**src/hw/stream_pkg.sv**
```systemverilog
package stream_pkg;

  // The running sum is taken modulo 2**DATA_WIDTH.
  localparam int DATA_WIDTH = 8;
  localparam int IDX_WIDTH  = 6;  // Beat index wraps at 64.

  // Payload of the input stream.
  typedef struct packed {
    logic [DATA_WIDTH-1:0] data;
    logic                  last;
  } in_beat_t;

  // Payload between the index stage and the sum stage.
  typedef struct packed {
    logic [DATA_WIDTH-1:0] data;
    logic                  last;
    logic [IDX_WIDTH-1:0]  index;
  } tag_beat_t;

  // Payload of the output stream.
  typedef struct packed {
    logic [DATA_WIDTH-1:0] data;
    logic                  last;
    logic [IDX_WIDTH-1:0]  index;
    logic [DATA_WIDTH-1:0] sum;
  } out_beat_t;

endpackage
```
**src/hw/stream_frame_top.sv**
```systemverilog
`timescale 1ns/1ps

module stream_frame_top
  import stream_pkg::*;
#(
  parameter int IDX_WIDTH = 6
) (
  input  logic      clk,
  input  logic      rst_n,

  input  logic      in_valid,
  output logic      in_ready,
  input  in_beat_t  in_beat,

  output logic      out_valid,
  input  logic      out_ready,
  output out_beat_t out_beat
);

  // Input skid buffer to index stage.
  logic      skid_valid;
  logic      skid_ready;
  in_beat_t  skid_beat;

  // Index stage to sum stage.
  logic      tag_valid;
  logic      tag_ready;
  tag_beat_t tag_beat;

  // Sum stage to output skid buffer.
  logic      sum_valid;
  logic      sum_ready;
  out_beat_t sum_beat;

  // No output register here, so the input adds no latency.
  stream_skidbuf #(
    .WIDTH      ($bits(in_beat_t)),
    .OPT_OUTREG (1'b0)
  ) in_skid_i (
    .clk     (clk),
    .rst_n   (rst_n),
    .s_valid (in_valid),
    .s_ready (in_ready),
    .s_data  (in_beat),
    .m_valid (skid_valid),
    .m_ready (skid_ready),
    .m_data  (skid_beat)
  );

  stream_index_stage #(
    .IDX_WIDTH (IDX_WIDTH)
  ) index_stage_i (
    .clk       (clk),
    .rst_n     (rst_n),
    .in_valid  (skid_valid),
    .in_ready  (skid_ready),
    .in_beat   (skid_beat),
    .out_valid (tag_valid),
    .out_ready (tag_ready),
    .out_beat  (tag_beat)
  );

  stream_sum_stage sum_stage_i (
    .clk       (clk),
    .rst_n     (rst_n),
    .in_valid  (tag_valid),
    .in_ready  (tag_ready),
    .in_beat   (tag_beat),
    .out_valid (sum_valid),
    .out_ready (sum_ready),
    .out_beat  (sum_beat)
  );

  // Registered output, so every output port comes from a flop.
  stream_skidbuf #(
    .WIDTH      ($bits(out_beat_t)),
    .OPT_OUTREG (1'b1)
  ) out_skid_i (
    .clk     (clk),
    .rst_n   (rst_n),
    .s_valid (sum_valid),
    .s_ready (sum_ready),
    .s_data  (sum_beat),
    .m_valid (out_valid),
    .m_ready (out_ready),
    .m_data  (out_beat)
  );

endmodule

```
**src/hw/stream_sum_stage.sv**
```systemverilog
`timescale 1ns/1ps

module stream_sum_stage
  import stream_pkg::*;
(
  input  logic      clk,
  input  logic      rst_n,

  input  logic      in_valid,
  output logic      in_ready,
  input  tag_beat_t in_beat,

  output logic      out_valid,
  input  logic      out_ready,
  output out_beat_t out_beat
);

  logic [DATA_WIDTH-1:0] acc;
  logic [DATA_WIDTH-1:0] sum_now;
  logic                  valid_q;
  out_beat_t             beat_q;
  logic                  accept;

  assign in_ready  = !valid_q || out_ready;
  assign accept    = in_valid && in_ready;

  assign out_valid = valid_q;
  assign out_beat  = beat_q;

  // Sum of the packet up to and including the current beat, modulo 256.
  assign sum_now = acc + in_beat.data;

  always_ff @(posedge clk) begin
    if (!rst_n) begin
      valid_q <= 1'b0;
      acc     <= '0;
    end else if (accept) begin
      valid_q <= 1'b1;
      if (in_beat.last) begin
        acc <= '0;  // Next packet starts from zero.
      end else begin
        acc <= sum_now;
      end
    end else if (out_ready) begin
      valid_q <= 1'b0;
    end
  end

  // The beat is held here while the output is stalled.
  always_ff @(posedge clk) begin
    if (accept) begin
      beat_q.data  <= in_beat.data;
      beat_q.last  <= in_beat.last;
      beat_q.index <= in_beat.index;
      beat_q.sum   <= sum_now;
    end
  end

endmodule

```
**src/hw/stream_index_stage.sv**
```systemverilog
`timescale 1ns/1ps

module stream_index_stage
  import stream_pkg::*;
#(
  parameter int IDX_WIDTH = stream_pkg::IDX_WIDTH
) (
  input  logic      clk,
  input  logic      rst_n,

  input  logic      in_valid,
  output logic      in_ready,
  input  in_beat_t  in_beat,

  output logic      out_valid,
  input  logic      out_ready,
  output tag_beat_t out_beat
);

  // Width of the index field as laid out in the struct.
  localparam int FIELD_WIDTH = $bits(tag_beat_t) - $bits(in_beat_t);

  logic [IDX_WIDTH-1:0] beat_cnt;
  logic                 valid_q;
  tag_beat_t            beat_q;
  logic                 accept;

  // The register can take a beat when it is empty or drains this cycle.
  assign in_ready  = !valid_q || out_ready;
  assign accept    = in_valid && in_ready;

  assign out_valid = valid_q;
  assign out_beat  = beat_q;

  always_ff @(posedge clk) begin
    if (!rst_n) begin
      valid_q  <= 1'b0;
      beat_cnt <= '0;
    end else if (accept) begin
      valid_q <= 1'b1;
      // The counter restarts after the last beat and wraps on long packets.
      if (in_beat.last) begin
        beat_cnt <= '0;
      end else begin
        beat_cnt <= beat_cnt + 1'b1;
      end
    end else if (out_ready) begin
      valid_q <= 1'b0;
    end
  end

  always_ff @(posedge clk) begin
    if (accept) begin
      beat_q.data  <= in_beat.data;
      beat_q.last  <= in_beat.last;
      beat_q.index <= FIELD_WIDTH'(beat_cnt);  // Position of this beat in its packet.
    end
  end

endmodule

```
**src/hw/stream_skidbuf.sv**
```systemverilog
`timescale 1ns/1ps

module stream_skidbuf #(
  parameter int WIDTH      = 8,
  parameter bit OPT_OUTREG = 1'b0
) (
  input  logic             clk,
  input  logic             rst_n,

  input  logic             s_valid,
  output logic             s_ready,
  input  logic [WIDTH-1:0] s_data,

  output logic             m_valid,
  input  logic             m_ready,
  output logic [WIDTH-1:0] m_data
);

  logic             skid_valid;
  logic             skid_valid_next;
  logic [WIDTH-1:0] skid_data;
  logic             ready_q;
  logic             s_accept;

  assign s_ready  = ready_q;
  assign s_accept = s_valid && ready_q;

  // A beat accepted while the output stalls is parked in the skid slot.
  always_comb begin
    skid_valid_next = skid_valid;
    if (s_accept && m_valid && !m_ready) begin
      skid_valid_next = 1'b1;
    end else if (m_ready) begin
      skid_valid_next = 1'b0;
    end
  end

  always_ff @(posedge clk) begin
    if (!rst_n) begin
      skid_valid <= 1'b0;
      ready_q    <= 1'b1;
    end else begin
      skid_valid <= skid_valid_next;
      ready_q    <= !skid_valid_next;  // Ready only while the slot is empty.
    end
  end

  // The slot can only be written while it is empty, so the parked beat is never overwritten.
  always_ff @(posedge clk) begin
    if (s_accept) begin
      skid_data <= s_data;
    end
  end

  generate
    if (OPT_OUTREG) begin : g_outreg
      logic             out_valid_q;
      logic [WIDTH-1:0] out_data_q;
      logic             out_load;

      // The output register takes a new beat when it is empty or being drained.
      assign out_load = !out_valid_q || m_ready;

      always_ff @(posedge clk) begin
        if (!rst_n) begin
          out_valid_q <= 1'b0;
        end else if (out_load) begin
          out_valid_q <= s_valid || skid_valid;
        end
      end

      // The parked beat is older than anything on the input, so it goes first.
      always_ff @(posedge clk) begin
        if (out_load) begin
          if (skid_valid) begin
            out_data_q <= skid_data;
          end else begin
            out_data_q <= s_data;
          end
        end
      end

      assign m_valid = out_valid_q;
      assign m_data  = out_data_q;
    end else begin : g_bypass
      // With an empty slot the input passes straight through.
      assign m_valid = s_valid || skid_valid;
      assign m_data  = skid_valid ? skid_data : s_data;
    end
  endgenerate

endmodule

```
**config.mk**
```make
export PLATFORM = sky130hd
export DESIGN_NAME = stream_frame_top
export DESIGN_NICKNAME = d
export VERILOG_FILES = /design/src/hw/stream_pkg.sv /design/src/hw/stream_frame_top.sv /design/src/hw/stream_sum_stage.sv /design/src/hw/stream_index_stage.sv /design/src/hw/stream_skidbuf.sv
export SDC_FILE = /design/constraint.sdc
export NUM_CORES = 1
export LEC_CHECK = 0
export ABC_CLOCK_PERIOD_IN_PS = 5100
export BUFFER_PORTS_ARGS = -buffer_cell sky130_fd_sc_hd__buf_2
export CAP_MARGIN = 10
export CELL_PAD_IN_SITES_DETAIL_PLACEMENT = 0
export CELL_PAD_IN_SITES_GLOBAL_PLACEMENT = 2
export CORE_MARGIN = 4
export CORE_UTILIZATION = 47
export DETAILED_ROUTE_END_ITERATION = 16
export PLACE_DENSITY_LB_ADDON = 0.1
export SKIP_LAST_GASP = 1
export SYNTH_ARGS = -nofsm -noshare
export SYNTH_HDL_FRONTEND = slang
export SYNTH_SLANG_ARGS = --single-unit
export TNS_END_PERCENT = 30
```
**constraint.sdc**
```tcl
create_clock -name clk -period 5.1 [get_ports clk]
set_input_delay 0.255 -clock clk [delete_from_list [all_inputs] [get_ports clk]]
set_output_delay 0.255 -clock clk [all_outputs]
set_load 0.01 [all_outputs]
```
==> results of run 1 <==
[cell usage in the layout, fill, tap and decap left out, types with 2 or more instances in the layout]
master         synthesis  final
a21oi_1                9      9
a22oi_1                4      4
and2_1                 2      2
and3_1                 2      2
buf_2                  2     37
bufinv_16              0      5
clkbuf_1               3      2
clkbuf_16              0     16
clkinv_1               0      2
clkinv_2               0      3
dfxtp_1               21     21
dlygate4sd3_1          0     10
edfxtp_1              93     93
ha_1                   8      8
inv_1                  7      7
mux2_2                32     32
nand2_1                8      8
nand2b_1               2      2
nand3_1                4      4
nand4_1                3      3
nor2_1                17     17
nor3_1                 2      2
nor3b_1                2      2
o21ai_0                2      2
xnor2_1                4      4
xor2_1                 7      7
[cell families (layout without fill, tap and decap cells)]
| kind of cell | count (synthesis) | after routing | synth area share, % |
|---|---|---|---|
| flip-flops | 114 | 114 | 74.6 |
| AND/OR/NAND/NOR | 50 | 50 | 5.89 |
| multiplexers | 32 | 32 | 8.36 |
| AO/OA/AOI/OAI | 24 | 24 | 4.41 |
| buffers and inverters | 14 | 86 | 1.74 |
| XOR/XNOR | 11 | 11 | 2.24 |
| adder cells (fa/ha/maj) | 9 | 9 | 2.79 |
[area by class of cell]
class,count,area [um^2]
fill,650,3500
sequential,114,3210
multi-input combinational,126,1020
clock buffer,19,422
timing repair buffer,47,285
clock inverter,12,189
tap,108,135
inverter,8,42.5
[flip-flops by register name (all words and copies together), names as in the netlist]
signal and flops:
out_skid_i.skid_data 23, in_skid_i.s_ready 1, out_skid_i.skid_valid 1, out_skid_i.s_ready 1, index_stage_i.out_beat 15, index_stage_i.beat_cnt 6
out_skid_i.m_valid 1, sum_stage_i.out_beat 23, index_stage_i.out_valid 1, sum_stage_i.out_valid 1, in_skid_i.skid_valid 1, out_skid_i.m_data 23
sum_stage_i.acc 8, in_skid_i.skid_data 9
[routing by layer]
layer | vias up | part of all wire (%)
met5 | - | 0
met4 | 0 | 1.6
met3 | 11 | 3.5
met2 | 45 | 43
met1 | 1032 | 51
li1 | 1084 | -
[critical path: cells and delay by family (launching register included)]
| family | cells | cell delay, ns |
|---|---|---|
| AO/OA/AOI/OAI | 4 | 0.77 |
| adder cells (fa/ha/maj) | 2 | 0.67 |
| flip-flops | 1 | 0.38 |
| XOR/XNOR | 1 | 0.11 |
[path summary, 6_finish.rpt]
check,startpoint,end,cells past startpoint
worst min-delay path,in_valid,index_stage_i.out_valid,3
worst max-delay path,index_stage_i.out_beat[7],sum_stage_i.acc[6],7
worst max register to register,index_stage_i.out_beat[7],sum_stage_i.acc[6],7
worst min register to register,index_stage_i.out_beat[2],sum_stage_i.out_beat[10],0
[power breakdown]
group / switching (W) / leakage [nW] / internal, W / total [W]
Combinational: 0.0000540 / 0.645 / 0.0000424 / 0.0000964
Clock: 0.000375 / 0.297 / 0.000833 / 0.00121
Sequential: 0.0000176 / 1.08 / 0.00105 / 0.00107
Total: 0.000447 / 2.02 / 0.00193 / 0.00238
[metrics by stage]
step           std cells  total power, W
2_1_floorplan        254         0.00115
3_3_place_gp         393         0.00118
3_5_place_dp         393         0.00118
4_1_cts              434         0.00241
5_1_grt              434         0.00247
6_report             434         0.00238
==> results.py, run 1 <==
metrics = {
    "sta": {
        "fin_ws_ns": 3.05,
        "min_period_ns": 2.05,
        "max_freq_mhz": 489,
        "max_slew_margin_pct": 23.9,
        "fin_skew_ns": 0.00778,
        "hold_viol_final": 0,
        "whs_ns": 0.0326,
        "finalSetupViolations": 0,
        "maxSlewViolCount": 0,
        "tightest_slew_ns": 1.14,
        "tns_ns": 0,
        "rsz0062_at_grt": "no",
        "period_share_pct": 40.1,
    },
    "logic_synthesis": {
        "synth_seq_cells": 114,
        "synth_ff_type": "edfxtp_1",
        "yosysTopAreaCellShare_pct": 64.8,
        "yosys.cell_types.count": 41,
        "synthCells": 254,
        "yosysWarnings": 0,
        "synth_edf_count": 93,
        "yosysMostFrequentCell": "edfxtp_1",
        "synth_top_cells_by_count": "edfxtp_1 (93), mux2_2 (32), dfxtp_1 (21)",
        "ys_top_cells_by_area": "edfxtp_1 (65%), dfxtp_1 (9.8%), mux2_2 (8.4%), ha_1 (2.3%), nor2_1 (1.5%)",
        "yosys.area.top_type": "edfxtp_1",
        "synth_nets": 276,
        "syn_area_per_cell_um2": 17.0,
        "syn-cell-area_um2": 4310,
        "ys_seq_area_share_pct": 74.6,
        "synthArstFlopShare_pct": 0,
    },
    "global_route": {
        "grt_max_degree": 26,
        "grt_use_total_pct": 13.9,
        "antenna_found_initial": 0,
        "top_usage_layer": "met2",
        "use_met1_pct": 18.5,
        "first_global_vias": 2307,
        "grt_pass1_wl_um": 11600,
        "gr-total-overflow": 0,
        "use_met2_pct": 20.2,
        "use_met3_pct": 4.48,
    },
    "worst_setup_path": {
        "worstPathMaxFanout": 3,
        "crit_type": "flip-flop to flip-flop",
        "crit_path_top_delay_cell": "fa_1",
        "required_ns": 5.49,
        "cpPeakStageDelay_ns": 0.41,
        "crit_arrival_ns": 2.44,
        "cp_cell_sequence": "ha_1, fa_1, a21oi_1, o211ai_1, a21oi_1, xnor2_1, a41o_1",
        "cp-start-kind": "flip-flop",
        "r2r_slack_ns": 3.05,
        "cp-end-kind": "flip-flop",
        "cpMostUsedCell": "a21oi_1",
    },
    "clock_network": {
        "post_cts_resized": 0,
        "clock_path_buffers": 2,
        "cts_made_buffers": 17,
        "insertion_delay_ns": 0.50,
        "hold_buffers": 10,
        "clk_pin_slew_ns": 0.06,
        "cts_tree": "built",
        "cts-root-buf": "clkbuf_8",
        "cts_num_sinks": 114,
        "htreeDepth": 4,
        "post-cts-setup-buffers": 0,
    },
    "die": {
        "die_w_um": 104,
        "initial_core_util_pct": 48.9,
        "dieArea_um2": 10800,
        "die_y_um": 104,
        "num_io_pins": 38,
        "coreArea_um2": 8810,
        "num_rows": 34,
    },
    "placement": {
        "placed_area_um2": 4600,
        "dpl.hpwl_um": 4340,
        "io_buffers": 37,
        "dp_slack_ns": 3.03,
        "gp_congestion": 0.745,
    },
    "power": {
        "p_per_area_nw_per_um2": 448,
        "vdd_drop_max_uv": 222,
        "leakage_nw": 2.02,
    },
    "outcome": {
        "status": "complete, no violations",
    },
    "cells_and_area": {
        "drive_gt1_share_pct": 32.2,
        "layout.cell_area.non_filler_um2": 5310,
        "final_core_util_pct": 60.3,
        "fin_nets": 336,
        "n_antenna_cell": 0,
        "area_growth_pct": 23.2,
    },
    "detailed_routing": {
        "drc_errors": 0,
        "dr.pass1.iters": 4,
        "routed_wl_um": 6620,
        "drtIter0Drc": 71,
        "ant_nets": 0,
        "vias": 2172,
        "viasPerCell": 5.00,
        "routedWlPerCell_um": 15.3,
    },
    "flow_run": {
        "cap_violations": 0,
    },
    "hold_path": {
        "hold_path_class": "input pin to flip-flop",
    },
}
Power figures use the tool's default switching activity.
==> run 2: changes to the inputs <==
- ABC_AREA: unset -> 1
- ABC_CLOCK_PERIOD_IN_PS: 5100 -> 1800
- CORE_UTILIZATION: 47 -> 36
- clock period: 5.1 -> 1.8 ns (I/O delays scaled with it)
==> run 2 against run 1 <==
Effect of this change:
- the flow now finishes with violations (setup timing)
- highest routed layer unchanged
- clock power increased by 150%
- area after synthesis grew 2.4%
- cell count increased by 36%
- die area up 31%
- register-to-register slack got worse by 3.1 ns
- first-iteration DRC count grew 140%
- worst hold slack lost 0.0095 ns
- clock skew is 0.0020 ns lower
- global-route usage is 2.2 points lower
- critical endpoint is now sum_stage_i.out_beat[4]
==> results.py, run 2 <==
metrics = {
    "placement": {
        "gp_congestion": 0.768,
        "dp_cells": 545,
        "dpl.hpwl_um": 4910,
        "placed_area_um2": 4810,
        "io_buffers": 37,
    },
    "clock_network": {
        "cts_made_buffers": 17,
        "insertion_delay_ns": 0.40,
        "cts-root-buf": "clkbuf_16",
        "cts_tree": "built",
        "clk_pin_slew_ns": 0.05,
        "htreeDepth": 4,
        "cts_num_sinks": 114,
        "clock_path_buffers": 2,
    },
    "logic_synthesis": {
        "synth_compound_area_share_pct": 2.67,
        "synth-simple-area-share_pct": 17.9,
        "synth_top_cells_by_count": "nand2_1 (137), edfxtp_1 (93), dfxtp_1 (21), inv_1 (21), a21oi_1 (17)",
        "synth_top_family_by_area": "simple AND/OR/NAND/NOR gates",
        "syn-cell-area_um2": 4410,
        "yosys.area.top_type": "edfxtp_1",
        "synth_fa_ha_area_share_pct": 2.72,
        "ys_seq_area_share_pct": 72.8,
        "synth.area.mux_share_pct": 0,
        "yosysWarnings": 0,
        "synthArstFlopShare_pct": 0,
        "synth_seq_cells": 114,
        "synth_xor_area_share_pct": 0.596,
        "synthCells": 360,
        "yosys.cell_types.count": 34,
        "ys_top_cells_by_area": "edfxtp_1 (63%), nand2_1 (12%), dfxtp_1 (9.5%), ha_1 (2.3%), a21oi_1 (1.9%)",
        "synth_edf_count": 93,
        "yosysTopAreaCellShare_pct": 63.3,
        "yosysMostFrequentCell": "nand2_1",
        "syn_area_per_cell_um2": 12.3,
        "synth_nets": 382,
        "synth_ff_type": "edfxtp_1",
    },
    "sta": {
        "hold_viol_final": 0,
        "min_period_ns": 1.81,
        "period_share_pct": 101,
        "maxSlewViolCount": 0,
        "rsz0062_at_grt": "yes",
        "max_freq_mhz": 552,
        "whs_ns": 0.0231,
        "finalSetupViolations": 1,
        "tns_ns": -0.0108,
        "fin_ws_ns": -0.0108,
        "fin_skew_ns": 0.00575,
        "tightest_slew_ns": 0.749,
        "max_slew_margin_pct": 50.0,
    },
    "power": {
        "seqPwrFrac_pct": 48.1,
        "leakage_nw": 2.28,
        "p_per_area_nw_per_um2": 1150,
        "p_int_w": 0.00502,
        "power_switching_share_pct": 20.2,
        "clkPwrFrac_pct": 47.2,
        "p_sw_w": 0.00127,
        "pwr-share-comb_pct": 4.7,
        "vdd_drop_max_uv": 387,
    },
    "die": {
        "die_w_um": 119,
        "die_y_um": 119,
        "initial_core_util_pct": 36.7,
        "num_io_pins": 38,
        "num_rows": 40,
        "dieArea_um2": 14100,
        "coreArea_um2": 12000,
    },
    "global_route": {
        "grt_max_degree": 25,
        "gr-total-overflow": 0,
        "grt_use_total_pct": 11.7,
        "grt_pass1_wl_um": 12600,
        "antenna_found_initial": 0,
        "first_global_vias": 2510,
    },
    "detailed_routing": {
        "drtIter0Drc": 171,
        "routedWlPerCell_um": 12.6,
        "vias": 2539,
        "routed_wl_um": 7430,
        "ant_nets": 0,
        "drc_errors": 0,
        "dr.pass1.iters": 4,
        "viasPerCell": 4.30,
    },
    "worst_setup_path": {
        "crit_type": "flip-flop to flip-flop",
        "worstPathMaxFanout": 2,
        "cp-start-kind": "flip-flop",
        "cp-end-kind": "flip-flop",
        "required_ns": 1.96,
        "crit_arrival_ns": 1.97,
    },
    "cells_and_area": {
        "n_antenna_cell": 0,
        "num-fill-cells": 1101,
        "area_growth_pct": 24.2,
        "fin_nets": 453,
        "instances_no_fill": 591,
        "final_core_util_pct": 45.6,
        "layout.cell_area.non_filler_um2": 5480,
        "drive_gt1_share_pct": 20.3,
        "layout_commonest_cell": "nand2_1",
        "layout_common_cells": "nand2_1 (137), edfxtp_1 (93), buf_2 (37)",
    },
    "outcome": {
        "status": "finished, violations left",
        "violations": "setup timing",
    },
    "hold_path": {
        "hold_path_class": "input pin to flip-flop",
    },
    "flow_run": {
        "cap_violations": 0,
    },
}
run 2: power by group through the flow:
stage          Sequential, W  Clock [W]  Combinational (W)
2_1_floorplan        0.00309          0           0.000157
3_3_place_gp         0.00308          0           0.000278
3_5_place_dp         0.00308          0           0.000278
4_1_cts              0.00303    0.00304           0.000299
5_1_grt              0.00304    0.00315           0.000338
6_report             0.00303    0.00297           0.000296
run 2: cells by family (layout without fill, tap and decap cells):
group / after synthesis / in the layout
flip-flops: 114 / 114
buffers and inverters: 32 / 116
XOR/XNOR: 3 / 3
adder cells (fa/ha/maj): 9 / 9
AO/OA/AOI/OAI: 21 / 21
AND/OR/NAND/NOR: 181 / 181
run 2: repair_timing:
| item | CTS | global route |
|---|---|---|
| hold endpoints to repair | 21 | 0 |
| buffers inserted | 1 | 2 |
| pin swaps | 4 | 2 |
| setup endpoints to repair | 1 | 1 |
| resized for setup | 1 | 1 |
| hold buffers | 11 | 0 |
run 2: final cells by class:
| cell class | count | area, um^2 | area share [%] |
|---|---|---|---|
| clock buffers | 25 | 465 | 8.49 |
| repair buffers | 60 | 385 | 7.03 |
| flip-flops and latches | 114 | 3210 | 58.6 |
| inverters | 24 | 98.8 | 1.80 |
| multi-input cells | 214 | 1070 | 19.6 |
| clock inverters | 7 | 62.6 | 1.14 |
| well taps | 147 | 184 | 3.36 |
run 2: metal layers:
| metal | share of wire (%) | track usage, % | routed length, um | up-vias |
|---|---|---|---|---|
| met5 | 0 | 0 | 0 | - |
| met4 | 1.7 | 5.21 | 130 | 0 |
| met3 | 4.5 | 4.64 | 335 | 12 |
| met2 | 42 | 16.4 | 3140 | 52 |
| met1 | 51 | 15.8 | 3830 | 1122 |
| li1 | - | - | - | 1353 |
run 2: path summary, 6_finish.rpt:
kind,from,end,slack [ns],depth (start not counted)
worst max-delay path,index_stage_i.out_beat[7],sum_stage_i.out_beat[4],-0.01,7
worst max register to register,index_stage_i.out_beat[7],sum_stage_i.out_beat[4],-0.01,7
worst min register to register,index_stage_i.out_beat[5],sum_stage_i.out_beat[13],0.42,0
worst min-delay path,in_valid,in_skid_i.s_ready,0.02,4
run 2: per-stage QoR:
stage          total power, W  worst slack [ns]
3_3_place_gp          0.00336           -0.0144
2_1_floorplan         0.00324            0.0451
4_1_cts               0.00637           -0.0169
5_1_grt               0.00654           -0.0532
6_report              0.00630           -0.0108
3_5_place_dp          0.00336           -0.0206
run 2: critical path, stage by stage (launching register included):
cell and delay, ns:
edfxtp_1 0.42, ha_4 0.19, fa_2 0.34, nand2_1 0.07, nand2_1 0.06, and2_4 0.14
or2_1 0.21, and2_1 0.14
